## src/cam_cfg_pkg.sv

```systemverilog
package cam_cfg_pkg;

    ////////////////////////////////////////////////////////////////////////////
    // clocking and bus constants
    ////////////////////////////////////////////////////////////////////////////
    localparam int SYS_CLK_HZ = 50_000_000;
    localparam int SCL_HZ     = 200_000;
    localparam int DIV_CNT    = SYS_CLK_HZ / SCL_HZ;   // 250 sys clocks per scl

    localparam logic [6:0] DEV_ADDR  = 7'h3C;          // camera sccb address
    localparam int         TABLE_LEN = 8;

    // value doubles as the r/w bit of the address byte
    typedef enum logic {
        OP_WRITE = 1'b0,
        OP_READ  = 1'b1
    } sccb_op_e;

    typedef struct packed {
        logic        start;
        sccb_op_e    op;
        logic [15:0] reg_addr;
        logic [7:0]  wdata;
    } sccb_cmd_t;

    typedef struct packed {
        logic       done;
        logic       nack;
        logic [7:0] rdata;
    } sccb_rsp_t;

    typedef struct packed {
        logic [15:0] reg_addr;
        logic [7:0]  value;
    } cfg_entry_t;

    typedef struct packed {
        logic        rd;
        logic [15:0] reg_addr;
    } host_req_t;

    typedef enum logic [2:0] {
        M_IDLE, M_START, M_TX_BYTE, M_TX_ACK, M_RSTART, M_RX_BYTE, M_RX_NACK, M_STOP
    } master_state_e;

    typedef enum logic [2:0] {
        SEQ_IDLE, SEQ_ISSUE, SEQ_WAIT, SEQ_HOST_WAIT, SEQ_DONE, SEQ_ERR
    } seq_state_e;

endpackage

```

## src/cam_reg_table.sv

```systemverilog
`timescale 1ns/1ps

module cam_reg_table (
    input  logic [2:0]              entry_idx,
    output cam_cfg_pkg::cfg_entry_t entry
);

    // power-up settings, every address appears once
    always_comb begin
        case (entry_idx)
            3'd0: begin
                entry.reg_addr = 16'h3103;  // sys clock from pad
                entry.value    = 8'h11;
            end
            3'd1: begin
                entry.reg_addr = 16'h3008;  // software power down
                entry.value    = 8'h42;
            end
            3'd2: begin
                entry.reg_addr = 16'h3037;  // pll root divider
                entry.value    = 8'h13;
            end
            3'd3: begin
                entry.reg_addr = 16'h3035;  // pll control
                entry.value    = 8'h21;
            end
            3'd4: begin
                entry.reg_addr = 16'h3036;  // pll multiplier
                entry.value    = 8'h69;
            end
            3'd5: begin
                entry.reg_addr = 16'h3108;  // pclk divider
                entry.value    = 8'h01;
            end
            3'd6: begin
                entry.reg_addr = 16'h4300;  // rgb565 output
                entry.value    = 8'h61;
            end
            default: begin
                entry.reg_addr = 16'h501F;  // isp format mux
                entry.value    = 8'h01;
            end
        endcase
    end

endmodule

```

## config.mk

```make
export PLATFORM = sky130hd
export DESIGN_NAME = cam_reg_table
export DESIGN_NICKNAME = d
export VERILOG_FILES = /design/src/cam_cfg_pkg.sv /design/src/cam_reg_table.sv
export SDC_FILE = /design/constraint.sdc
export NUM_CORES = 1
export LEC_CHECK = 0
export BUFFER_PORTS_ARGS = -buffer_cell sky130_fd_sc_hd__buf_2
export CELL_PAD_IN_SITES_DETAIL_PLACEMENT = 0
export CELL_PAD_IN_SITES_GLOBAL_PLACEMENT = 1
export CORE_AREA = 2 2 39 41
export DETAILED_ROUTE_END_ITERATION = 8
export DIE_AREA = 0 0 41 43
export PLACE_DENSITY_LB_ADDON = 0.1
export SYNTH_ARGS = -nofsm -noshare
export SYNTH_HDL_FRONTEND = slang
export SYNTH_SLANG_ARGS = --single-unit
```

## constraint.sdc

```tcl
create_clock -name vclk -period 3.05
set_input_delay 0.61 -clock vclk [all_inputs]
set_output_delay 0.61 -clock vclk [all_outputs]
set_load 0.03 [all_outputs]
```

==> results.yml, run 1 <==
worst_setup_path:
  crit_path_max_fanout: 11
  crit_required_ns: 2.44
  critPathKind: "input pin to output port"
  crit_path_start_kind: "input pin"
  critPathArrivalTime_ns: 1.45
  critPathCaptureType: "output port"
cts:
  post_cts.repair.setup_buffers: 0
  post_cts_resized: 0
  postCtsHoldBufs: 0
finish:
  fin_nets: 54
  ff_latch_area_um2: 0
  layout_common_cells: "20 x buf_2, 7 x conb_1, 4 x nor2_1"
  flops_and_latches: 0
  drive_above_1_share_pct: 44.90
  mostFrequentLayoutCell: "buf_2"
  clock_buffers: 0
  fin_cells: 65
  antenna_cells: 0
  syn_to_final_growth_pct: 21.43
  finish.utilization_pct: 19.98
worst_hold_path:
  hold_class: "input pin to output port"
  hold_depth: 3
timing:
  period_share_pct: 67.67
  fin_ws_ns: 0.9862
  hold_viol: 0
  max_freq_ghz: 0.4845
  tns_ns: 0
  post-route-min-period_ns: 2.064
  finalSetupViolCount: 0
  drv_slew: 0
  rsz0062_at_grt: "no"
logic_synthesis:
  ys_seq_area_share_pct: 0
  synth_area_leaders: "buf_4 26%, buf_6 15%, xnor2_1 7.7%"
  synth_area_per_cell_um2: 6.698
  ys_types: 17
  yosys.area.top_type: "buf_4"
  ys_warn_count: 0
  synth_top_area_share_pct: 26.37
  syn_area_um2: 227.7
  syn_inst: 34
global_route:
  grt_overflow_total: 0
  grt_max_degree: 12
  antenna_found_initial: 0
  grt_pass1_wl_um: 690
  grt_usage_pct: 5.095
  grt_pass1_vias: 162
flow_run:
  drv_cap: 0
power_and_ir_drop:
  power_leakage_nw: 0.1728
  p_sw_w: 0.00005948
  vdd_drop_max_uv: 60.96
  p_total_w: 0.00007841
  power.internal_w: 0.00001892
  comb_power_share_pct: 100.0
  swShare_pct: 75.87
  power_frac_seq_pct: 0
  power_density_nw_per_um2: 283.5
  p_clk_share_pct: 0
route:
  finalWirelength_um: 490
  top_layer_used: "met3"
  m1WireLength_um: 202
  routedWlPerCell_um: 7.538
  vias_per_cell: 3.385
  firstDrtPassIters: 1
  vias: 220
  antenna_left: 0
  drc_errors: 0
  wl_met3_um: 89
  drt-initial-drc-count: 0
  met2_length_um: 199
placement:
  dp_slack_ns: 0.9818
  place_hpwl_um: 410.4
  placed_cells: 65
  gp_congestion: 0.6395
  port_buffers: 20
floorplan:
  ios: 27
  coreArea_um2: 1384
  die-area_um2: 1763
  initial_core_util_pct: 16.46
  die_height_um: 43
  rows: 14
  die_w_um: 41
run_status:
  status: "finished, final reports clean"
per-stage QoR:
stage	cell area, um^2	hold slack (ns)
floorplan	250.2	1.439
global placement	276.5	1.616
detailed placement	276.5	1.608
CTS	276.5	1.610
global route	276.5	1.646
finish	276.5	1.602
kinds of logic after synthesis:
family                    share of synthesized area (%)
and+or+nand+nor                                   34.62
AOI/OAI and AO/OA                                 7.694
xor gates and xnor gates                          11.54
other                                             1.647
buffers and inverters                             44.51
power by group through the flow:
stage | logic [W] | clock network [W] | registers, W
5_1_grt | 0.0000837 | 0 | 0
2_1_floorplan | 0.0000737 | 0 | 0
3_5_place_dp | 0.0000787 | 0 | 0
3_3_place_gp | 0.0000794 | 0 | 0
6_report | 0.0000784 | 0 | 0
4_1_cts | 0.0000790 | 0 | 0
layer usage:
| metal | global-route usage, % | vias up |
|---|---|---|
| li1 | - | 117 |
| met1 | 6.646 | 84 |
| met2 | 9.375 | 19 |
| met3 | 0 | 0 |
| met4 | 0 | 0 |
| met5 | 0 | - |
worst paths after layout:
kind,start,endpoint
setup / recovery,entry_idx[0],entry[6]
hold / removal,entry_idx[2],entry[1]
synthesized netlist by cell type:
library cell	n
nand2b_1	2
nand3b_1	1
or3b_4	1
nor2_1	4
nand2_1	2
o21ai_0	2
buf_6	3
buf_4	8
conb_1	1
nand2_2	1
xor2_1	1
or2_1	1
and2_1	1
a21o_1	1
inv_1	2
or3_1	1
xnor2_1	2
final cells by class:
class                           count  area (um^2)
Fill cell                         175         1107
Tap cell                           16        20.02
Timing Repair Buffer               20        100.1
Multi-Input combinational cell     27        148.9
Inverter                            2        7.507
critical path, stage by stage:
cell and delay [ns]:
buf_2 0.18, or3b_4 0.41, nand2_2 0.07, buf_2 0.19
(Power assumes the default switching activity.)
==> run 2: changes to the inputs <==
==> constraint.sdc (replaced) <==
create_clock -name vclk -period 1.8
set_input_delay 0.36 -clock vclk [all_inputs]
set_output_delay 0.36 -clock vclk [all_outputs]
set_load 0.03 [all_outputs]
==> run 2 against run 1 <==
Combinational power grew 72%. Setup slack lost 0.76 ns. Cell count stayed put.
==> results.yml, run 2 (synthesis results as in run 1) <==
route:
  routedWlPerCell_um: 7.446
  drc_errors: 0
  drt-initial-drc-count: 3
  firstDrtPassIters: 3
  antenna_left: 0
  vias: 225
  vias_per_cell: 3.462
  finalWirelength_um: 484
global_route:
  met2_usage_pct: 8.125
  grt_pass1_vias: 153
  grt_overflow_total: 0
  met1_usage_pct: 7.278
  met3_usage_pct: 0.5236
  grt_max_degree: 12
  antenna_found_initial: 0
  grt_usage_pct: 4.995
  grt_pass1_wl_um: 669
  top_usage_layer: "met2"
floorplan:
  coreArea_um2: 1384
  die-area_um2: 1763
  initial_core_util_pct: 16.46
  rows: 14
  die_height_um: 43
  ios: 27
  die_w_um: 41
finish:
  clock_buffers: 0
  layout_common_cells: "20 x buf_2, 7 x conb_1, 4 x nor2_1"
  multi_input_area_um2: 156.4
  fin_nets: 54
  drive_above_1_share_pct: 46.94
  syn_to_final_growth_pct: 24.73
  finish.utilization_pct: 20.52
  flops_and_latches: 0
  fill_cells: 164
  antenna_cells: 0
  ff_latch_area_um2: 0
  mostFrequentLayoutCell: "buf_2"
  fin_area_um2: 284.0
placement:
  place_hpwl_um: 408.6
  port_buffers: 20
  dp_slack_ns: 0.2228
  dpl_cell_area_um2: 284.0
  gp_congestion: 0.5717
worst_hold_path:
  hold_depth: 3
  hold_class: "input pin to output port"
timing:
  max_freq_ghz: 0.6373
  drv_slew: 0
  period_share_pct: 87.17
  hold_viol: 0
  finalSetupViolCount: 0
  post-route-min-period_ns: 1.569
  tns_ns: 0
  rsz0062_at_grt: "no"
  fin_ws_ns: 0.2309
worst_setup_path:
  crit_required_ns: 1.44
  critPathCaptureType: "output port"
  crit_path_start_kind: "input pin"
  critPathKind: "input pin to output port"
  critPathArrivalTime_ns: 1.21
  crit_path_max_fanout: 11
power_and_ir_drop:
  power_leakage_nw: 0.1790
  power_density_nw_per_um2: 474.6
  p_total_w: 0.0001348
  vdd_drop_max_uv: 77.99
cts:
  post_cts_resized: 0
  postCtsHoldBufs: 0
  post_cts.repair.setup_buffers: 0
run_status:
  status: "finished, final reports clean"
flow_run:
  drv_cap: 0
==> run 2: cell types whose count changed in the layout (fill, tap and decap cells not counted) <==
| cell | previous run | this run |
|---|---|---|
| xnor2_1 | 2 | 1 |
| xnor2_2 | 0 | 1 |
==> run 2: path summary, 6_finish.rpt <==
check	start	endpoint	slack, ns
setup / recovery	entry_idx[0]	entry[6]	0.23
hold / removal	entry_idx[2]	entry[1]	1.10
==> run 2: per-layer routing <==
metal  vias up  wire length (um)
li1        118                 -
met5         -                 0
met1        93               197
met3         0                53
met4         0                 0
met2        14               233
==> run 2: report_power, final <==
part | switching, W | internal [W] | total, W
sequential | 0 | 0 | 0
combinational | 0.000101 | 0.0000334 | 0.000135
clock | 0 | 0 | 0
total | 0.000101 | 0.0000334 | 0.000135
==> run 2: critical path, stage by stage <==
cell and delay, ns:
buf_2 0.18, or3b_4 0.41, nand2_2 0.07, buf_2 0.19
==> run 2: area by class of cell <==
type / instances / area share (%)
Tap cell: 16 / 7.048
Timing Repair Buffer: 20 / 35.24
Inverter: 2 / 2.643
Multi-Input combinational cell: 27 / 55.07
==> run 2: stage by stage <==
| stage | instances | hold slack [ns] |
|---|---|---|
| 4_1_cts | 65 | 1.105 |
| 3_3_place_gp | 65 | 1.100 |
| 2_1_floorplan | 40 | 0.9394 |
| 6_report | 65 | 1.102 |
| 3_5_place_dp | 65 | 1.104 |
| 5_1_grt | 65 | 1.154 |
