File: src/cam_cfg_pkg.sv
package cam_cfg_pkg;

    ////////////////////////////////////////////////////////////////////////////
    // clocking and bus constants
    ////////////////////////////////////////////////////////////////////////////
    localparam int SYS_CLK_HZ = 50_000_000;
    localparam int SCL_HZ     = 200_000;
    localparam int DIV_CNT    = SYS_CLK_HZ / SCL_HZ;   // 250 sys clocks per scl

    localparam logic [6:0] DEV_ADDR  = 7'h3C;          // camera sccb address
    localparam int         TABLE_LEN = 8;

    // value doubles as the r/w bit of the address byte
    typedef enum logic {
        OP_WRITE = 1'b0,
        OP_READ  = 1'b1
    } sccb_op_e;

    typedef struct packed {
        logic        start;
        sccb_op_e    op;
        logic [15:0] reg_addr;
        logic [7:0]  wdata;
    } sccb_cmd_t;

    typedef struct packed {
        logic       done;
        logic       nack;
        logic [7:0] rdata;
    } sccb_rsp_t;

    typedef struct packed {
        logic [15:0] reg_addr;
        logic [7:0]  value;
    } cfg_entry_t;

    typedef struct packed {
        logic        rd;
        logic [15:0] reg_addr;
    } host_req_t;

    typedef enum logic [2:0] {
        M_IDLE, M_START, M_TX_BYTE, M_TX_ACK, M_RSTART, M_RX_BYTE, M_RX_NACK, M_STOP
    } master_state_e;

    typedef enum logic [2:0] {
        SEQ_IDLE, SEQ_ISSUE, SEQ_WAIT, SEQ_HOST_WAIT, SEQ_DONE, SEQ_ERR
    } seq_state_e;

endpackage

File: src/scl_timer.sv
`timescale 1ns/1ps

module scl_timer (
    input  logic sys_clk,
    input  logic sys_rst_n,
    output logic scl_level,
    output logic mid_high,
    output logic mid_low
);

    logic [7:0] div_cnt;    // wraps once per scl period

    always_ff @(posedge sys_clk or negedge sys_rst_n) begin
        if (!sys_rst_n) begin
            div_cnt <= 8'd0;
        end else if (div_cnt == 8'(cam_cfg_pkg::DIV_CNT - 1)) begin
            div_cnt <= 8'd0;
        end else begin
            div_cnt <= div_cnt + 8'd1;
        end
    end

    // high for the first half, low for the second
    always_ff @(posedge sys_clk or negedge sys_rst_n) begin
        if (!sys_rst_n) begin
            scl_level <= 1'b1;
            mid_high  <= 1'b0;
            mid_low   <= 1'b0;
        end else begin
            if (div_cnt == 8'(cam_cfg_pkg::DIV_CNT / 2 - 1))
                scl_level <= 1'b0;
            else if (div_cnt == 8'(cam_cfg_pkg::DIV_CNT - 1))
                scl_level <= 1'b1;
            mid_high <= (div_cnt == 8'(cam_cfg_pkg::DIV_CNT / 4));     // quarter point
            mid_low  <= (div_cnt == 8'(cam_cfg_pkg::DIV_CNT / 2 + cam_cfg_pkg::DIV_CNT / 4));
        end
    end

    // each strobe sits inside its own scl phase, so the two never meet
    a_strobes_apart : assert property (@(posedge sys_clk) disable iff (!sys_rst_n)
        (!mid_high || scl_level) && (!mid_low || !scl_level));

endmodule

File: config.mk
export PLATFORM = sky130hd
export DESIGN_NAME = scl_timer
export DESIGN_NICKNAME = d
export VERILOG_FILES = /design/src/cam_cfg_pkg.sv /design/src/scl_timer.sv
export SDC_FILE = /design/constraint.sdc
export NUM_CORES = 1
export LEC_CHECK = 0
export ABC_AREA = 0
export ABC_CLOCK_PERIOD_IN_PS = 2400
export BUFFER_PORTS_ARGS = -buffer_cell sky130_fd_sc_hd__buf_4
export CAP_MARGIN = 20
export CORE_AREA = 2 2 39 41
export CTS_CLUSTER_DIAMETER = 40
export DETAILED_ROUTE_END_ITERATION = 7
export DIE_AREA = 0 0 41 43
export PLACE_DENSITY_LB_ADDON = 0.05
export SETUP_SLACK_MARGIN = 0.3
export SYNTH_ARGS = -nofsm -noshare
export SYNTH_HDL_FRONTEND = slang
export SYNTH_SLANG_ARGS = --single-unit
File: constraint.sdc
create_clock -name sys_clk -period 2.4 [get_ports sys_clk]
set_input_delay 0.24 -clock sys_clk [delete_from_list [all_inputs] [get_ports sys_clk]]
set_output_delay 0.24 -clock sys_clk [all_outputs]
set_load 0.01 [all_outputs]
==> flow_summary.toml, run 1 <==
[status]
outcome = "completed"

[synth]
syn-num-nets = 61
synth_ff_type = "dfrtp_1"
muxShareOfSynthArea_pct = 1.724
seq_area_frac_synth_pct = 47.63
synth_top_family_by_area = "simple AND/OR/NAND/NOR gates"
avgSynthCellArea_um2 = 10.75
synth_xor_area_share_pct = 4.526
ys_ff_latch = 11
syn_area_um2 = 580.6
synth-simple-area-share_pct = 20.91
async_reset_ff_share_pct = 100.0
ys.warnings.count = 0
synth_edf_count = 0
synth_compound_area_share_pct = 9.267
synth_cells = 54
synthAdderAreaFrac_pct = 10.78
synth.distinct_cells = 25

[routing]
ant_nets = 0
drc_errors = 0
vias_per_cell = 5.308
routed_wl_mm = 1.102
drt_iter0_markers = 5
dr.pass1.iters = 4
vias = 414
wl_per_cell_um = 14.13

[clock_tree]
cts-hold-fix-buffers = 1
cts_tree = "yes"
root_buffer = "clkbuf_4"
clk_pin_slew_ps = 70
cts_setup_buffers = 0
clock_sinks = 11
clockBufferDepth = 2
cts_buffers = 3
ctsHtreeMaxLevel = 1
post_cts_resized = 0
clkLatencyLatePin_ps = 260

[layout]
fillCellCount = 129
syn_to_final_growth_pct = 12.93
final_core_util_pct = 47.38
multi_input_area_um2 = 274.0
drive_gt1_share_pct = 19.35
nets = 70
n_antenna_cell = 0
seqCellArea_um2 = 276.5

[setup_path]
required_ps = 2610
reg2reg_from = "div_cnt[1]"
cp-start-kind = "flop"
arrival_ps = 1730
r2r_slack_ps = 880
cp_max_fo = 7
startpoint = "div_cnt[1]"
end_kind = "flop"
rr_endpoint = "scl_level"
cp-endpoint = "scl_level"
criticalPathCategory = "flop to flop"
worstRegToRegCells = 5

[die]
start_util_pct = 41.95
die_w_um = 41
coreArea_um2 = 1384
dieArea_um2 = 1763
ioPinCount = 5
rows = 14
die_y_um = 43

[placed_design]
gp_congestion = 0.7687
hpwlAfterDp_um = 819.5
io_buffers = 4
dp_worst_setup_slack_ps = 918.0

[hold_path]
hold_class = "input port to async pin"

[sta]
fin_tns_setup_ps = 0
final-max-slew-violation-count = 0
skew_ps = 3.664
slew_headroom_pct = 69.74
fin_ws_ps = 881.1
finalSetupViolCount = 0
min_period_ps = 1519
max_freq_ghz = 0.6584
rsz0062_at_grt = "no"
period_share_pct = 63.29
hold_viol = 0
tightest_slew_ps = 450.5

[flow_run]
drv_cap = 0

[pwr]
p_total_uw = 317.0
power.leakage_nw = 0.2601
powerDensity_nw_per_um2 = 483.6
ir_drop_uv = 248.5

[global_route]
grt.overflow.total = 0
grt_pass1_vias = 454
grt_pass1_wl_mm = 2.007
grt_max_degree = 12
grt.total_usage_pct = 16.90
antenna_found_initial = 0
## cell usage after synthesis, drive strengths merged, types with 2 or more instances
master / number / share of area [%]
dfrtp: 10 / 43
nand3: 4 / 4.3
xor2: 2 / 3.0
ha: 5 / 11
inv: 5 / 3.2
nand2: 3 / 1.9
o21ai: 3 / 2.6
nor2: 6 / 3.9
nand4: 2 / 2.2
## through the flow
step / cells / cell area [um2] / hold slack [ps]
floorplan: 54 / 580.6 / -55.59
global placement: 73 / 619.3 / 77.83
detailed placement: 73 / 619.3 / 84.15
CTS: 78 / 655.6 / 339.5
global route: 78 / 655.6 / 365.7
finish: 78 / 655.6 / 338.2
## area by class of cell
class / count / area share [%]
sequential: 11 / 42.18
multi-input combinational: 37 / 41.79
timing repair buffer: 5 / 6.107
clock buffer: 4 / 4.008
tap: 16 / 3.053
inverter: 5 / 2.863
## critical path, cell delays in order, from the launching register on
cell and delay (ps):
dfrtp_1 450, inv_1 140, ha_1 170, nand2_1 110, nor4_4 360, o32a_1 240
## cell families after synthesis
| group | count (synthesis) |
|---|---|
| and+or+nand+nor | 20 |
| DFF | 11 |
| AOI/OAI and AO/OA | 8 |
| buffers and inverters | 6 |
| adders and majority gates | 5 |
| xor gates and xnor gates | 3 |
| muxes | 1 |
## registers in the layout, indices dropped and copies added, names as in the netlist
| register | flops |
|---|---|
| div_cnt | 8 |
| mid_high | 1 |
| mid_low | 1 |
| scl_level | 1 |
## metal layers
metal / track usage [%] / wire, um
met1: 21.55 / 468
met2: 26.25 / 586
met3: 3.141 / 35
met4: 8.000 / 10
met5: 0 / 0
## layout by cell type, fill, tap and decap left out, types with 3 or more instances in the layout
cell type  synthesis  layout
inv_1              3       3
dfrtp_1           10      10
nand3_1            3       3
nor2_1             6       6
o21ai_0            3       3
buf_4              0       4
ha_1               5       5
clkbuf_4           0       3
nand2_1            3       3
## power by group
| group | switching (mW) | internal [mW] | total, mW |
|---|---|---|---|
| clock network | 0.0617 | 0.0643 | 0.126 |
| logic | 0.00362 | 0.00217 | 0.00579 |
| registers | 0 | 0.185 | 0.185 |
| total | 0.0653 | 0.252 | 0.317 |
## worst min-delay path by stage
stage / from / endpoint / slack (ps) / depth (start not counted)
floorplan: sys_rst_n / div_cnt[0] / -60 / 0
global placement: sys_rst_n / mid_high / 80 / 1
detailed placement: sys_rst_n / mid_low / 80 / 1
CTS: sys_rst_n / mid_low / 340 / 2
global route: sys_rst_n / mid_high / 370 / 2
finish: sys_rst_n / mid_high / 340 / 2
Note: power is estimated with default switching activity, not from simulation.
==> run 2: changes to the inputs <==
Settings changed: ABC_CLOCK_PERIOD_IN_PS 2400 to 1400.
Clock period 2.4 ns to 1.4 ns, I/O delays scaled along.
==> run 2 against run 1 <==
- routed wire length rose by 24%
- core utilization rose by 12 points
- count of clock-buffer cells in the layout did not move
- clock power rose by 71%
- sequential share of layout area fell by 8.4 points
- via count rose by 21%
- first-iteration DRC count rose by 60%
- critical path type unchanged
- worst hold slack got worse by 100 ps
- highest routed layer unchanged
- final area rose by 26%
==> flow_summary.toml, run 2 (synthesis results as in run 1) <==
[placed_design]
dp_worst_setup_slack_ps = 80.22
place_inst = 78
io_buffers = 4
gp_congestion = 0.7373

[die]
rows = 14
die_w_um = 41
dieArea_um2 = 1763
ioPinCount = 5
coreArea_um2 = 1384
die_y_um = 43
start_util_pct = 41.95

[pwr]
power.leakage_nw = 0.3230
powerDensity_nw_per_um2 = 657.3
clkPwrFrac_pct = 39.7
p_sw_share_pct = 20.62
comb_power_share_pct = 1.8
ir_drop_uv = 456.2
netSwitchingPower_uw = 112.1
p_int_uw = 431.5
seqPwrFrac_pct = 58.4

[flow_run]
drv_cap = 0

[clock_tree]
clkLatencyLatePin_ps = 270
clock_sinks = 11
root_buffer = "clkbuf_4"
cts_tree = "yes"
clk_pin_slew_ps = 70
cts_buffers = 3
ctsHtreeMaxLevel = 1
clockBufferDepth = 2

[setup_path]
cp_max_fo = 4
crit_buf_inv = 1
cp_cell_sequence = "inv_2, or4_1, o311ai_1"
critPathTopFamily = "simple AND/OR/NAND/NOR gates"
arrival_ps = 1420
criticalPathCategory = "flop to flop"
slowest_stage = "or4_1"
required_ps = 1570
worstRegToRegCells = 3
end_kind = "flop"
cp_slowest_stage_delay_ps = 490
path_depth = 3
cp-start-kind = "flop"

[routing]
vias = 499
routed_wl_mm = 1.367
wl_per_cell_um = 15.19
drc_errors = 0
highest_layer = "met4"
ant_nets = 0
met2_length_um = 737
wl_met1_um = 587
dr.pass1.iters = 4
vias_per_cell = 5.544
drt_iter0_markers = 8
wl_met3_um = 31

[sta]
slew_headroom_pct = 84.48
period_share_pct = 88.96
final-max-slew-violation-count = 0
min_period_ps = 1245
rsz0062_at_grt = "yes"
skew_ps = 7.257
max_freq_ghz = 0.8030
fin_tns_setup_ps = 0
fin_ws_ps = 154.6
finalSetupViolCount = 0
hold_viol = 0
tightest_slew_ps = 231.1

[layout]
final_cell_mix = "12 x buf_4, 8 x dfrtp_1, 5 x nor2_1"
n_antenna_cell = 0
seqCellArea_um2 = 279.0
drive_gt1_share_pct = 47.30
layout.cells.non_filler = 90
syn_to_final_growth_pct = 42.46
fillCellCount = 117
largest_register_ffs = 8
layout_commonest_cell = "buf_4"
nets = 82
multi_input_area_um2 = 337.8
regMostFlops = "div_cnt"

[hold_path]
hold_class = "input port to async pin"

[global_route]
grt_pass1_wl_mm = 2.290
grt.total_usage_pct = 20.02
grt_max_degree = 12
grt_pass1_vias = 492
grt.overflow.total = 0
antenna_found_initial = 0

[status]
outcome = "completed"
run 2: changes by cell type in the layout (fill, tap and decap cells not counted), moves of 2 or more:
| cell | before | now |
|---|---|---|
| buf_4 | 4 | 12 |
| buf_6 | 0 | 4 |
| dfrtp_1 | 10 | 8 |
| dfrtp_2 | 0 | 2 |
| ha_1 | 5 | 1 |
| ha_4 | 0 | 3 |
| inv_1 | 3 | 1 |
| inv_2 | 2 | 4 |
run 2: cell type report:
cell class	instances	area share (%)
Multi-Input combinational cell	37	40.85
Clock buffer	4	3.177
Tap cell	16	2.421
Timing Repair Buffer	17	17.55
Inverter	5	2.269
Sequential cell	11	33.74
run 2: power groups by stage:
stage	logic (mW)	registers (mW)	clock network (mW)
floorplan	0.0000000907	0.324	0
global placement	0.00811	0.324	0
detailed placement	0.00856	0.324	0
CTS	0.0108	0.317	0.225
global route	0.0123	0.318	0.248
finish	0.0100	0.318	0.216
run 2: per-stage QoR:
stage               utilization, %  hold WS [ps]  total power [mW]  cell area (um2)
finish                       59.76         234.1            0.5436            827.0
global route                 59.76         262.0            0.5776            827.0
CTS                          58.95         236.4            0.5534            815.8
detailed placement           47.47        -16.44            0.3323            656.9
global placement             47.47        -20.96            0.3319            656.9
floorplan                        -        -155.6            0.3239            580.6
run 2: per-layer routing:
metal	GRT usage (%)	vias to the layer above
met5	0	-
met4	10.00	0
met3	4.712	2
met2	33.13	7
met1	22.41	260
li1	-	230
run 2: what timing repair did:
item | CTS | global route
gates resized for setup | 17 | 2
setup buffers | 7 | 0
hold buffers | 1 | 0
hold endpoints to repair | 11 | 0
pin swaps | 7 | 1
gates cloned | 0 | 0
endpoints found under the setup margin | 10 | 10
run 2: worst paths after layout:
check | start | end | slack, ps
hold / removal | sys_rst_n | div_cnt[7] | 230
max in group asynchronous | sys_rst_n | scl_level | 930
setup reg to reg | div_cnt[1] | div_cnt[7] | 150
hold reg to reg | scl_level | scl_level | 520
setup / recovery | div_cnt[1] | div_cnt[7] | 150
min in group sys_clk | scl_level | scl_level | 520
==> run 3: changes to the inputs <==
Settings changed: ABC_AREA 0 to 1, PLACE_DENSITY_LB_ADDON 0.05 to 0.2.
==> run 3 against run 2 <==
- combinational power hardly changed
- routed wire length is 4.8% lower
- first-iteration DRC count is 50% higher
- critical path depth is 4 higher
- final cell count is 16% higher
- die area stayed put
- setup slack better by 90 ps
- sequential power hardly changed
- synthesized area is 4.1% higher
- maximum frequency is 7.8% higher
- synthesized cell count is 39% higher
- register-to-register slack better by 90 ps
- critical path type unchanged
- critical endpoint is now div_cnt[2]
==> flow_summary.toml, run 3 <==
[pwr]
power.leakage_nw = 0.3827
ir_drop_uv = 552.8
powerDensity_nw_per_um2 = 669.1

[routing]
vias_per_cell = 4.798
routed_wl_mm = 1.301
wl_per_cell_um = 12.51
drc_errors = 0
vias = 499
ant_nets = 0
drt_iter0_markers = 12
dr.pass1.iters = 4

[sta]
hold_viol = 0
tightest_slew_ps = 274.7
max_freq_ghz = 0.8653
period_share_pct = 82.55
finalSetupViolCount = 0
min_period_ps = 1156
slew_headroom_pct = 81.64
skew_ps = 3.403
fin_tns_setup_ps = 0
hold_ws_ps = 223.4
final-max-slew-violation-count = 0
rsz0062_at_grt = "yes"

[placed_design]
gp_congestion = 0.8115
hpwlAfterDp_um = 860.4
io_buffers = 4

[global_route]
grt_pass1_vias = 486
grt_max_degree = 12
grt.total_usage_pct = 18.14
grt.overflow.total = 0
antenna_found_initial = 0
grt_pass1_wl_mm = 2.063

[clock_tree]
clkLatencyLatePin_ps = 280
root_buffer = "clkbuf_4"
ctsHtreeMaxLevel = 1
clock_sinks = 11
cts_buffers = 3
cts_tree = "yes"
clockBufferDepth = 2
clk_pin_slew_ps = 70

[layout]
multi_input_area_um2 = 365.4
largest_register_ffs = 8
final_cell_mix = "11 x nand2_1, 9 x inv_1, 8 x nor2_1, 8 x dfrtp_1, 6 x buf_4"
regMostFlops = "div_cnt"
nets = 96
n_antenna_cell = 0
layout_commonest_cell = "nand2_1"
drive_gt1_share_pct = 44.32
seqCellArea_um2 = 279.0
syn_to_final_growth_pct = 36.23
fillCellCount = 123

[die]
dieArea_um2 = 1763
start_util_pct = 43.67
ioPinCount = 5
die_w_um = 41
coreArea_um2 = 1384
rows = 14
die_y_um = 43

[setup_path]
cp_cell_sequence = "inv_2, ha_4, inv_2, nor2_4, nand3_4, inv_4, nor2_1"
criticalPathCategory = "flop to flop"
worstRegToRegCells = 7
reg2reg_from = "div_cnt[1]"
required_ps = 1560
rr_endpoint = "div_cnt[2]"
end_kind = "flop"
path_common_cell = "inv_2"
arrival_ps = 1320
cp_slowest_stage_delay_ps = 400
cp-start-kind = "flop"
slowest_stage = "dfrtp_1"
r2r_slack_ps = 240
cp_max_fo = 6

[synth]
synth_xor_area_share_pct = 1.449
synth_common_cells = "14 x nand2_1, 12 x nor2_1, 11 x inv_1"
synth_edf_count = 0
synth_ff_type = "dfrtp_1"
async_reset_ff_share_pct = 100.0
ys_ff_latch = 11
ys.warnings.count = 0
synth_compound_area_share_pct = 4.141
synth_top_family_by_area = "simple AND/OR/NAND/NOR gates"
syn_area_um2 = 604.3
yosys.area.top_type_share_pct = 41.41
avgSynthCellArea_um2 = 8.058
synth.distinct_cells = 18
synthTopCellsByArea = "dfrtp_1 41%, ha_1 10%, nand2_1 8.7%"
seq_area_frac_synth_pct = 45.76
synth-simple-area-share_pct = 29.61
syn-num-nets = 82
muxShareOfSynthArea_pct = 0
synthAdderAreaFrac_pct = 10.35
synth_cells = 75
yosys.area.top_type = "dfrtp_1"
yosys.cell_count.top_type = "nand2_1"

[status]
outcome = "completed"

[hold_path]
hold_class = "input port to async pin"

[flow_run]
drv_cap = 0
run 3: cell count changes after synthesis, moves of 3 or more:
cell,previous run,this run
nand2_1,3,14
nor3_1,0,3
inv_1,3,11
nor2_1,6,12
run 3: cell families (layout without fill, tap and decap cells):
| kind of cell | Yosys count | count (layout) |
|---|---|---|
| buffers and inverters | 14 | 27 |
| AOI/OAI and AO/OA | 5 | 5 |
| and+or+nand+nor | 39 | 39 |
| DFF | 11 | 11 |
| xor gates and xnor gates | 1 | 1 |
| adders and majority gates | 5 | 5 |
run 3: worst max-delay path by stage:
stage,from,endpoint,slack (ps),cells past startpoint
detailed placement,div_cnt[1],div_cnt[0],190,7
CTS,div_cnt[1],div_cnt[0],260,7
global placement,div_cnt[1],div_cnt[0],230,7
global route,div_cnt[1],scl_level,190,7
finish,div_cnt[1],div_cnt[2],240,7
floorplan,div_cnt[1],div_cnt[0],290,7
run 3: worst max-delay path, delay by kind of cell, from the launching register on:
kind / cells / cell delay [ps]
simple gates: 3 / 260
fa+ha+maj: 1 / 130
flops: 1 / 400
buf+inv: 3 / 260
run 3: report_power, final:
group | total (mW) | internal, mW | switching [mW]
Sequential | 0.318 | 0.318 | 0
Clock | 0.223 | 0.111 | 0.113
Combinational | 0.00985 | 0.00372 | 0.00613
run 3: area by class of cell:
type / count / share of cell area, %
flip-flops and latches: 11 / 33.89
clock buffers: 4 / 3.191
well taps: 16 / 2.432
inverters: 14 / 6.687
repair buffers: 9 / 9.422
multi-input cells: 50 / 44.38
run 3: per-layer routing:
metal | global-route usage, % | part of all wire (%) | vias up
li1 | - | - | 257
met1 | 21.19 | 42 | 224
met2 | 29.38 | 51 | 14
met3 | 4.712 | 3.8 | 4
met4 | 8.000 | 3.5 | 0
met5 | 0 | 0 | -
run 3: timing repair:
action                                 in CTS  in global routing
endpoints found under the hold margin      11                  0
setup endpoints to repair                   9                 10
gates resized for setup                     7                 22
hold buffers                                1                  0
pin swaps                                   7                  8
buffers inserted                            3                  1
run 3: stage by stage:
| step | instance area [um2] | setup WS [ps] | util [%] | instances | power (mW) |
|---|---|---|---|---|---|
| 2_1_floorplan | 604.3 | 288.6 | - | 75 | 0.3239 |
| 3_3_place_gp | 654.4 | 228.4 | 47.29 | 95 | 0.3319 |
| 3_5_place_dp | 654.4 | 188.0 | 47.29 | 95 | 0.3319 |
| 4_1_cts | 732.0 | 255.8 | 52.89 | 103 | 0.5606 |
| 5_1_grt | 823.3 | 186.1 | 59.49 | 104 | 0.5766 |
| 6_report | 823.3 | 244.4 | 59.49 | 104 | 0.5509 |
