`config.mk`:
```
export PLATFORM = sky130hd
export DESIGN_NAME = cam_cfg_seq
export DESIGN_NICKNAME = d
export VERILOG_FILES = /design/src/cam_cfg_pkg.sv /design/src/cam_cfg_seq.sv
export SDC_FILE = /design/constraint.sdc
export NUM_CORES = 1
export LEC_CHECK = 0
export ABC_AREA = 1
export BUFFER_PORTS_ARGS = -buffer_cell sky130_fd_sc_hd__buf_4
export CAP_MARGIN = 25
export CORE_ASPECT_RATIO = 0.8
export CORE_MARGIN = 2
export CORE_UTILIZATION = 37
export DETAILED_ROUTE_END_ITERATION = 8
export GPL_ROUTABILITY_DRIVEN = 0
export PLACE_DENSITY = 0.89
export SETUP_SLACK_MARGIN = 0.5
export SLEW_MARGIN = 20
export SYNTH_ARGS = -nofsm -noshare
export SYNTH_HDL_FRONTEND = slang
export SYNTH_SLANG_ARGS = --single-unit
export TNS_END_PERCENT = 20
```
`constraint.sdc`:
```
create_clock -name sys_clk -period 2.3 [get_ports sys_clk]
set_clock_uncertainty 0.05 [all_clocks]
set_input_delay 0.345 -clock sys_clk [delete_from_list [all_inputs] [get_ports sys_clk]]
set_output_delay 0.345 -clock sys_clk [all_outputs]
set_load 0.05 [all_outputs]
```
`src/cam_cfg_pkg.sv`:
```
package cam_cfg_pkg;

    ////////////////////////////////////////////////////////////////////////////
    // clocking and bus constants
    ////////////////////////////////////////////////////////////////////////////
    localparam int SYS_CLK_HZ = 50_000_000;
    localparam int SCL_HZ     = 200_000;
    localparam int DIV_CNT    = SYS_CLK_HZ / SCL_HZ;   // 250 sys clocks per scl

    localparam logic [6:0] DEV_ADDR  = 7'h3C;          // camera sccb address
    localparam int         TABLE_LEN = 8;

    // value doubles as the r/w bit of the address byte
    typedef enum logic {
        OP_WRITE = 1'b0,
        OP_READ  = 1'b1
    } sccb_op_e;

    typedef struct packed {
        logic        start;
        sccb_op_e    op;
        logic [15:0] reg_addr;
        logic [7:0]  wdata;
    } sccb_cmd_t;

    typedef struct packed {
        logic       done;
        logic       nack;
        logic [7:0] rdata;
    } sccb_rsp_t;

    typedef struct packed {
        logic [15:0] reg_addr;
        logic [7:0]  value;
    } cfg_entry_t;

    typedef struct packed {
        logic        rd;
        logic [15:0] reg_addr;
    } host_req_t;

    typedef enum logic [2:0] {
        M_IDLE, M_START, M_TX_BYTE, M_TX_ACK, M_RSTART, M_RX_BYTE, M_RX_NACK, M_STOP
    } master_state_e;

    typedef enum logic [2:0] {
        SEQ_IDLE, SEQ_ISSUE, SEQ_WAIT, SEQ_HOST_WAIT, SEQ_DONE, SEQ_ERR
    } seq_state_e;

endpackage

```
`src/cam_cfg_seq.sv`:
```
`timescale 1ns/1ps

module cam_cfg_seq (
    input  logic                    sys_clk,
    input  logic                    sys_rst_n,
    input  logic                    cfg_start,
    input  cam_cfg_pkg::host_req_t  host_req,
    input  cam_cfg_pkg::cfg_entry_t entry,
    input  cam_cfg_pkg::sccb_rsp_t  rsp,
    input  logic                    busy,
    output logic [2:0]              entry_idx,
    output cam_cfg_pkg::sccb_cmd_t  cmd,
    output logic                    cfg_done,
    output logic                    cfg_err,
    output logic                    rd_valid,
    output logic [7:0]              rd_data,
    output logic                    rd_nack
);

    cam_cfg_pkg::seq_state_e state;

    logic settled;      // table finished, good or bad
    logic restart;
    logic host_accept;

    assign settled = (state == cam_cfg_pkg::SEQ_DONE) || (state == cam_cfg_pkg::SEQ_ERR);
    assign restart = cfg_start && (settled || state == cam_cfg_pkg::SEQ_IDLE);
    assign host_accept = host_req.rd && settled && !cfg_start;     // start wins a tie

    always_comb begin
        cmd.start = ((state == cam_cfg_pkg::SEQ_ISSUE) && !busy) || host_accept;
        cmd.wdata = entry.value;
        if (state == cam_cfg_pkg::SEQ_ISSUE) begin
            cmd.op       = cam_cfg_pkg::OP_WRITE;
            cmd.reg_addr = entry.reg_addr;
        end else begin
            cmd.op       = cam_cfg_pkg::OP_READ;
            cmd.reg_addr = host_req.reg_addr;
        end
    end

    always_ff @(posedge sys_clk or negedge sys_rst_n) begin
        if (!sys_rst_n) begin
            state     <= cam_cfg_pkg::SEQ_IDLE;
            entry_idx <= 3'd0;
            cfg_done  <= 1'b0;
            cfg_err   <= 1'b0;
            rd_valid  <= 1'b0;
        end else begin
            rd_valid <= 1'b0;
            if (restart) begin
                entry_idx <= 3'd0;
                cfg_done  <= 1'b0;
                cfg_err   <= 1'b0;
                state     <= cam_cfg_pkg::SEQ_ISSUE;
            end else begin
                case (state)
                    cam_cfg_pkg::SEQ_ISSUE: if (!busy) state <= cam_cfg_pkg::SEQ_WAIT;
                    cam_cfg_pkg::SEQ_WAIT: begin
                        if (rsp.done) begin
                            if (rsp.nack) begin
                                cfg_err <= 1'b1;    // first nack ends the table
                                state   <= cam_cfg_pkg::SEQ_ERR;
                            end else if (entry_idx == 3'(cam_cfg_pkg::TABLE_LEN - 1)) begin
                                cfg_done <= 1'b1;
                                state    <= cam_cfg_pkg::SEQ_DONE;
                            end else begin
                                entry_idx <= entry_idx + 3'd1;
                                state     <= cam_cfg_pkg::SEQ_ISSUE;
                            end
                        end
                    end
                    cam_cfg_pkg::SEQ_HOST_WAIT: begin
                        if (rsp.done) begin
                            rd_valid <= 1'b1;
                            state <= cfg_err ? cam_cfg_pkg::SEQ_ERR : cam_cfg_pkg::SEQ_DONE;
                        end
                    end
                    cam_cfg_pkg::SEQ_DONE, cam_cfg_pkg::SEQ_ERR: begin
                        if (host_accept)
                            state <= cam_cfg_pkg::SEQ_HOST_WAIT;
                    end
                    default: state <= cam_cfg_pkg::SEQ_IDLE;
                endcase
            end
        end
    end

    // read result goes out with rd_valid
    always_ff @(posedge sys_clk) begin
        if (state == cam_cfg_pkg::SEQ_HOST_WAIT && rsp.done) begin
            rd_data <= rsp.rdata;
            rd_nack <= rsp.nack;
        end
    end

    a_no_start_busy : assert property (@(posedge sys_clk) disable iff (!sys_rst_n)
        !(cmd.start && busy));

endmodule

```
==> flow_summary.toml, run 1 <==
[clocking]
cts_buffers = 3
clk_pin_slew_ns = 0.11
clk_latency_ns = 0.30
clkSinkCount = 18
clock_path_buffers = 2
htree_levels = 1
clockRootBuffer = "clkbuf_4"
cts_tree = "yes"

[final_layout]
areaGrowthSynthToFinish_pct = 76.7
n_antenna_cell = 0
final_common_cell = "buf_4"
fin_nets = 276
drive_above_1_share_pct = 52.3
final_area_um2 = 1920
layout_common_cells = "buf_4 (71), nand2_1 (43), buf_6 (15), nand3_1 (13)"

[floorplan]
core_um2 = 2770
start_util_pct = 39.2
boundaryPins = 96
dieArea_um2 = 3380
die_h_um = 52.4
row_count = 17
die_w_um = 64.5

[worst_setup_path]
critPathArrivalTime_ns = 1.49
max_stage_delay_ns = 0.41
critPathMostFrequentCell = "nand2_1"
cp_max_fo = 18
path_buf_inv = 3
worstPathRequired_ns = 1.90
crit_family = "flip-flops"
crit_slowest_cell = "dfrtp_1"
startpoint = "state[2]"
r2r_setup_slack_ns = 0.76
r2r.worst_path.cells = 7
r2r-start = "entry_idx[0]"
worstSetupPathType = "reg2out"
rr_endpoint = "entry_idx[2]"
worstSetupEndpointType = "output pin"
path_cells = "inv_2 -> nand2_4 -> inv_8 -> nand2_8 -> nand2_1 -> nand2_1 -> buf_6"
startpoint_type = "register"

[place]
placed_area_um2 = 1640
place_hpwl_mm = 2.23
port_buffers = 79
place_ws_ns = 0.569

[power]
p_per_area_nw_per_um2 = 1330
power.internal_mw = 1.16
p_leak_nw = 1.01
switching_share_pct = 54.5
p_seq_share_pct = 18.1
power_frac_comb_pct = 75.6
clkPwrFrac_pct = 6.3
max-vdd-ir-drop_mv = 0.738
power_mw = 2.56
switchingPower_mw = 1.39

[min_path]
hp-start = "rsp[6]"
min_to = "rd_data[6]"
holdCritPathClass = "in2reg"
holdPathStages = 1

[grt]
grt_pass1_vias = 1108
grt_pass1_wl_mm = 4.75
grt_max_degree = 19
antenna_found_initial = 0
grt_use_total_pct = 18.0
overflow = 0

[synth]
ys_types = 23
netlist_instances = 135
yosys_warnings = 0
syn_nets = 192
synth_seq_area_share_pct = 45.7
syn_avg_cell_area_um2 = 8.04
netlist_area_um2 = 1080
ys_seq_elements = 18

[drt]
drt_iter0_drc = 35
wl_mm = 3.38
routed.top_layer = "met4"
drc = 0
dr_wl_met3_um = 237
met1Wirelength_mm = 1.33
met2_length_mm = 1.72
ant_nets = 0
wire_per_inst_um = 13.2
drt_first_pass_iters = 4
vias = 1230
via_per_inst = 4.80

[sta]
worst_slack_ns = 0.414
whs_ns = 0.176
max_freq_ghz = 0.530
rsz0062_at_grt = "true"
slew_headroom_pct = 81.8
setup_viol = 0
hold_viol = 0
period_share_pct = 82.0
report.final.slew_viol_count = 0
post-route-min-period_ns = 1.89
fin_tns_setup_ns = 0
tightestPinTransition_ns = 0.270

[run_status]
status = "complete, no violations"

[job]
cap_violations = 0
## cell usage after synthesis
library cell  instances  share of area, %
a21oi_1               1              0.46
a31oi_1               1              0.58
buf_4                 9               6.2
buf_6                 3               3.1
dfrtp_1               9                21
edfxtp_1              9                25
ha_1                  2               2.3
inv_1                10               3.5
inv_2                 1              0.35
inv_4                 1              0.58
mux2i_1               1              0.92
nand2_1              46                16
nand2_2               1              0.58
nand2_4               1               1.0
nand3_1              21               9.7
nand3b_1              1              0.69
nand4_1               4               2.3
nor2_1                7               2.4
nor3_1                3               1.4
o21ai_0               1              0.46
o21ai_1               1              0.46
o21ai_2               1              0.81
or2_1                 1              0.58
## cell type report
cell class | count | area, um^2
fillers | 237 | 848
repair buffers | 90 | 767
multi-input cells | 93 | 517
flip-flops and latches | 18 | 498
inverters | 12 | 57.6
well taps | 38 | 47.5
clock buffers | 3 | 22.5
clock inverters | 1 | 3.75
repair inverters | 1 | 3.75
## state kept, by name (all words and copies together), names as in the netlist
name and cells:
cfg_done 1, rd_nack 1, cfg_err 1, rd_valid 1, state 3, rd_data 8, entry_idx 3
## worst max path at each step
stage,endpoint,slack [ns],depth (start not counted)
global route,cmd[15],0.38,7
CTS,cmd[25],0.49,6
finish,cmd[15],0.41,7
detailed placement,cmd[25],0.57,6
floorplan,cmd[15],0.61,6
global placement,cmd[25],0.64,6
## kinds of logic after synthesis
family                     count (synthesis)  synth area share [%]
and+or+nand+nor                           85                  34.6
buffers and inverters                     24                  13.7
DFF                                       18                  45.7
AOI/OAI and AO/OA                          5                  2.77
adders and majority gates                  2                  2.31
muxes                                      1                 0.923
## power by group through the flow
stage | clock network (mW) | logic [mW] | registers (mW)
after detailed placement | 0 | 1.51 | 0.453
final | 0.162 | 1.93 | 0.462
after floorplan | 0 | 1.07 | 0.551
after global placement | 0 | 1.49 | 0.448
after CTS | 0.165 | 1.77 | 0.461
after global routing | 0.182 | 2.04 | 0.468
## layer usage
layer  GRT usage, %  vias to the layer above
met5              0                        -
met4          0.355                        0
met3           6.02                       10
met2           34.9                       54
met1           20.5                      563
li1               -                      603
## what timing repair did
action                                  in CTS  in global routing
buffers inserted                             4                  5
hold buffers                                 1                  0
endpoints found under the setup margin      18                 17
cloned                                       1                  0
pin swaps                                    0                  9
hold endpoints to repair                     9                  0
resized for setup                           23                 16
## worst register-to-register path: cells and delay by family (launching register included)
kind	cells	cell delay, ns
fa+ha+maj	2	0.43
simple gates	4	0.48
buf+inv	1	0.11
flops	1	0.43
## metrics by stage
step,instances,utilization (%)
2_1_floorplan,135,-
6_report,256,69.3
3_3_place_gp,241,59.2
5_1_grt,256,69.3
3_5_place_dp,241,59.2
4_1_cts,251,65.7
No activity file was read; power rests on OpenSTA's default activity.
==> run 2: changes to the inputs <==
CORE_UTILIZATION = 34   (was 37)
PLACE_DENSITY = 0.87   (was 0.89)
clock period = 1.54 ns   (was 2.3 ns; I/O delays follow)
==> run 2 against run 1 <==
  * The run now ends with negative setup slack left
  * Hold slack lost 0.074 ns
  * First-iteration DRC count shrank 8.6%
  * Critical path depth is the same
  * Sequential power grew 47%
  * Sequential share of layout area shrank 3.7 points
  * Die area grew 8.2%
  * Global-route usage grew 0.36 points
  * Via count grew 4.8%
  * Critical path type unchanged
  * Highest routed layer unchanged
  * Flip-flop and latch count is the same
  * Power grew 70%
==> flow_summary.toml, run 2 (same netlist as run 1, synthesis figures left out) <==
[sta]
period_share_pct = 107
post-route-min-period_ns = 1.65
report.final.slew_viol_count = 0
hold_viol = 0
setup_viol = 17
slew_headroom_pct = 87.3
worst_slack_ns = -0.111
max_freq_ghz = 0.606
tightestPinTransition_ns = 0.190
rsz0062_at_grt = "true"

[power]
p_leak_nw = 1.08
p_per_area_nw_per_um2 = 1940
max-vdd-ir-drop_mv = 1.31

[clocking]
clk_latency_ns = 0.26
clock_path_buffers = 2
cts_tree = "yes"
clockRootBuffer = "clkbuf_8"
htree_levels = 1
clk_pin_slew_ns = 0.07
cts_buffers = 3
clkSinkCount = 18

[worst_setup_path]
worstSetupPathType = "reg2out"
worstPathRequired_ns = 1.26
startpoint_type = "register"
path_buf_inv = 4
crit_slowest_cell = "dfrtp_1"
cp_max_fo = 7
worstSetupEndpointType = "output pin"
critPathArrivalTime_ns = 1.37
path_cells = "inv_2 -> nand2_4 -> inv_8 -> buf_8 -> nand3_1 -> nand2_1 -> buf_6"
max_stage_delay_ns = 0.39
crit_family = "buffers and inverters"

[place]
place_hpwl_mm = 2.34
port_buffers = 79
place_ws_ns = 0.0881
placed_cells = 250

[drt]
drc = 0
via_per_inst = 4.94
drt_first_pass_iters = 4
drt_iter0_drc = 32
wl_mm = 3.58
vias = 1289
wire_per_inst_um = 13.7
ant_nets = 0

[grt]
grt_use_met1_pct = 19.7
met3_usage_pct = 5.56
grt_max_degree = 11
grt_util_met2_pct = 33.2
top_usage_layer = "met2"
grt_pass1_wl_mm = 4.92
overflow = 0
antenna_found_initial = 0
grt_use_total_pct = 18.4
grt_pass1_vias = 1139

[final_layout]
largest_reg_flops = 8
n_antenna_cell = 0
layout_common_cells = "buf_4 (54), buf_6 (27), nand2_1 (20), nand2_2 (15), nand2_4 (13)"
regMostFlops = "rd_data"
fin_nets = 279
drive_above_1_share_pct = 67.9
stdcell_count = 261
reg_top3 = "rd_data x8, entry_idx x3, state x3"
areaGrowthSynthToFinish_pct = 107
final_common_cell = "buf_4"

[floorplan]
row_count = 18
boundaryPins = 96
start_util_pct = 35.4
core_um2 = 3060
die_h_um = 54.5
dieArea_um2 = 3660
die_w_um = 67.2

[run_status]
violations = "negative setup slack"
status = "finished, violations left"

[job]
cap_violations = 0

[min_path]
holdCritPathClass = "in2reg"
-- run 2: changes by cell type in the layout (fill, tap and decap cells not counted), moves of 3 or more --
| cell | before | now |
|---|---|---|
| nor2_1 | 6 | 3 |
| nand2_4 | 1 | 13 |
| buf_8 | 1 | 8 |
| buf_6 | 15 | 27 |
| buf_4 | 71 | 54 |
| clkbuf_8 | 0 | 3 |
| nand2_1 | 43 | 20 |
| nand2_2 | 3 | 15 |
| clkbuf_4 | 3 | 0 |
-- run 2: power by group --
| part | switching, mW | total [mW] | internal, mW | leakage (nW) |
|---|---|---|---|---|
| clock | 0.161 | 0.338 | 0.177 | 0.0231 |
| combinational | 2.09 | 3.33 | 1.24 | 0.863 |
| sequential | 0.0833 | 0.681 | 0.598 | 0.198 |
| total | 2.34 | 4.35 | 2.01 | 1.08 |
-- run 2: final cells by class --
class | count | area, um^2
Timing Repair inverter | 1 | 3.75
Clock buffer | 3 | 41.3
Fill cell | 224 | 820
Clock inverter | 1 | 3.75
Tap cell | 40 | 50.0
Inverter | 12 | 55.1
Timing Repair Buffer | 92 | 880
Multi-Input combinational cell | 94 | 711
Sequential cell | 18 | 499
-- run 2: worst paths after layout --
kind / from / endpoint / slack (ns) / cells after the start
max: state[2] / cmd[10] / -0.11 / 7
min: rsp[7] / rd_data[7] / 0.10 / 1
max reg2reg: entry_idx[1] / entry_idx[0] / 0.13 / 6
min reg2reg: cfg_done / cfg_done / 0.50 / 2
max in group asynchronous: sys_rst_n / entry_idx[0] / 0.99 / 2
min in group asynchronous: sys_rst_n / entry_idx[1] / 0.28 / 2
-- run 2: per-layer routing --
| layer | routed length, um | share of wire [%] |
|---|---|---|
| met1 | 1280 | 36 |
| met2 | 1840 | 51 |
| met3 | 355 | 9.9 |
| met4 | 104 | 2.9 |
| met5 | 0 | 0 |
-- run 2: what timing repair did --
| action | in CTS | in global routing |
|---|---|---|
| cloned | 2 | 0 |
| gates resized for setup | 74 | 13 |
| endpoints found under the setup margin | 51 | 51 |
| buffers inserted | 4 | 0 |
| hold buffers | 1 | 0 |
| endpoints found under the hold margin | 9 | 0 |
| pin swaps | 18 | 18 |
-- run 2: stage by stage --
stage	power [mW]	setup TNS (ns)	hold slack, ns	instance area, um^2	utilization, %
after global routing	4.56	-2.11	0.0868	2240	73.2
final	4.35	-0.938	0.101	2240	73.2
after detailed placement	3.24	0	0.0145	1820	59.4
after floorplan	2.61	0	-0.115	1210	-
after CTS	4.22	-0.695	0.0927	2190	71.5
after global placement	3.20	0	0.0112	1820	59.4
==> run 3: changes to the inputs <==
CORE_MARGIN = unset   (was 2)
==> run 3 against run 2 <==
  * The run still ends with negative setup slack left
  * Utilization up 6.4 points
  * Hold slack better by 0.00098 ns
  * Combinational power up 5%
  * Clock power down 2%
  * Count of clock-buffer cells in the layout unchanged
  * Power up 3.9%
  * Flip-flop and latch count unchanged
  * Final cell count up 0.77%
  * Sequential power down 0.7%
  * Via count up 0.47%
  * Design area up 2.7%
  * Critical path type unchanged
==> flow_summary.toml, run 3 (same netlist as run 1, synthesis figures left out) <==
[worst_setup_path]
worstPathRequired_ns = 1.26
critPathArrivalTime_ns = 1.36
r2r_setup_slack_ns = 0.09
startpoint = "state[0]"
cp_max_fo = 9
r2r.worst_path.cells = 5
rr_endpoint = "rd_data[3]"
r2r-start = "state[2]"
startpoint_type = "register"
worstSetupPathType = "reg2out"
endpoint = "cmd[14]"
worstSetupEndpointType = "output pin"

[drt]
via_per_inst = 4.92
drc = 0
drt_iter0_drc = 33
wire_per_inst_um = 14.0
ant_nets = 0
vias = 1295
wl_mm = 3.68
drt_first_pass_iters = 4

[job]
cap_violations = 0

[clocking]
htree_levels = 1
clock_path_buffers = 2
clk_pin_slew_ns = 0.07
clkSinkCount = 18
cts_buffers = 3
cts_tree = "yes"
clockRootBuffer = "clkbuf_8"
clk_latency_ns = 0.25

[final_layout]
fin_nets = 283
postLayoutCoreUtil_pct = 79.7
reg_top3 = "rd_data x8, entry_idx x3, state x3"
regMostFlops = "rd_data"
drive_above_1_share_pct = 69.3
areaGrowthSynthToFinish_pct = 112
final_common_cell = "buf_4"
largest_reg_flops = 8
stdcell_count = 263
final_area_um2 = 2300
n_antenna_cell = 0
layout_common_cells = "buf_4 (57), buf_6 (22), nand2_2 (18), nand2_1 (18), buf_8 (14)"

[place]
place_hpwl_mm = 2.23
placed_cells = 249
port_buffers = 79
placed_area_um2 = 1830

[power]
power.internal_mw = 2.14
switchingPower_mw = 2.38
power_frac_comb_pct = 77.7
max-vdd-ir-drop_mv = 1.23
clkPwrFrac_pct = 7.3
p_seq_share_pct = 14.9
switching_share_pct = 52.7
p_leak_nw = 1.11
p_per_area_nw_per_um2 = 1960

[floorplan]
start_util_pct = 37.5
dieArea_um2 = 3420
boundaryPins = 96
die_w_um = 65.2
row_count = 17
die_h_um = 52.5
core_um2 = 2890

[grt]
grt_pass1_wl_mm = 5.20
grt_use_total_pct = 20.3
grt_max_degree = 11
antenna_found_initial = 0
grt_pass1_vias = 1156
overflow = 0

[min_path]
holdCritPathClass = "in2reg"

[sta]
hold_viol = 0
tightestPinTransition_ns = 0.206
setup_viol = 17
worst_slack_ns = -0.0975
period_share_pct = 106
post-route-min-period_ns = 1.64
slew_headroom_pct = 86.3
max_freq_ghz = 0.611
whs_ns = 0.102
rsz0062_at_grt = "true"
report.final.slew_viol_count = 0

[run_status]
status = "finished, violations left"
violations = "negative setup slack"
run 3: worst max-delay path, stage by stage (launching register included):
cell and delay [ns]:
dfrtp_1 0.42, nand2_4 0.13, clkinv_8 0.10, nand2_8 0.14, nand2_1 0.09, nand2_2 0.08
buf_8 0.15
run 3: power by group through the flow:
stage / logic (mW) / clock network, mW / registers [mW]
global route: 3.68 / 0.372 / 0.682
floorplan: 1.78 / 0 / 0.832
global placement: 2.56 / 0 / 0.659
CTS: 3.13 / 0.342 / 0.673
finish: 3.51 / 0.331 / 0.676
detailed placement: 2.60 / 0 / 0.659
run 3: final cells by class:
class / count / area [um^2]
flip-flops and latches: 18 / 499
clock buffers: 3 / 41.3
fillers: 183 / 588
clock inverters: 1 / 3.75
repair inverters: 1 / 3.75
inverters: 12 / 60.1
well taps: 38 / 47.5
repair buffers: 96 / 936
multi-input cells: 94 / 713
run 3: per-stage QoR:
stage / setup WS (ns) / power, mW / setup TNS [ns]
3_3_place_gp: 0.121 / 3.22 / 0
4_1_cts: -0.0750 / 4.14 / -0.839
2_1_floorplan: 0.0950 / 2.61 / 0
6_report: -0.0975 / 4.52 / -1.15
3_5_place_dp: 0.0717 / 3.26 / 0
5_1_grt: -0.148 / 4.74 / -2.11
run 3: worst min-delay path by stage:
stage,slack (ns),startpoint,cells after the start,end
CTS,0.1,rsp[1],1,rd_data[1]
detailed placement,0.01,sys_rst_n,1,cfg_done
global route,0.09,rsp[2],1,rd_data[2]
finish,0.10,rsp[5],1,rd_data[5]
floorplan,-0.11,sys_rst_n,0,cfg_done
global placement,0.01,sys_rst_n,1,entry_idx[2]
run 3: per-layer routing:
metal  vias to the layer above  GRT usage [%]  wire [um]
met3                         6           7.83        309
li1                        620              -          -
met2                        61           36.1       1900
met4                         0           2.90         75
met1                       608           23.7       1400
met5                         -              0          0
run 3: repair_timing:
action                                  CTS  global route
hold buffers                              1             0
endpoints found under the setup margin   50            50
setup buffers                             3             4
cloned                                    2             0
resized for setup                        64            32
pin swaps                                14            15
endpoints found under the hold margin     9             0
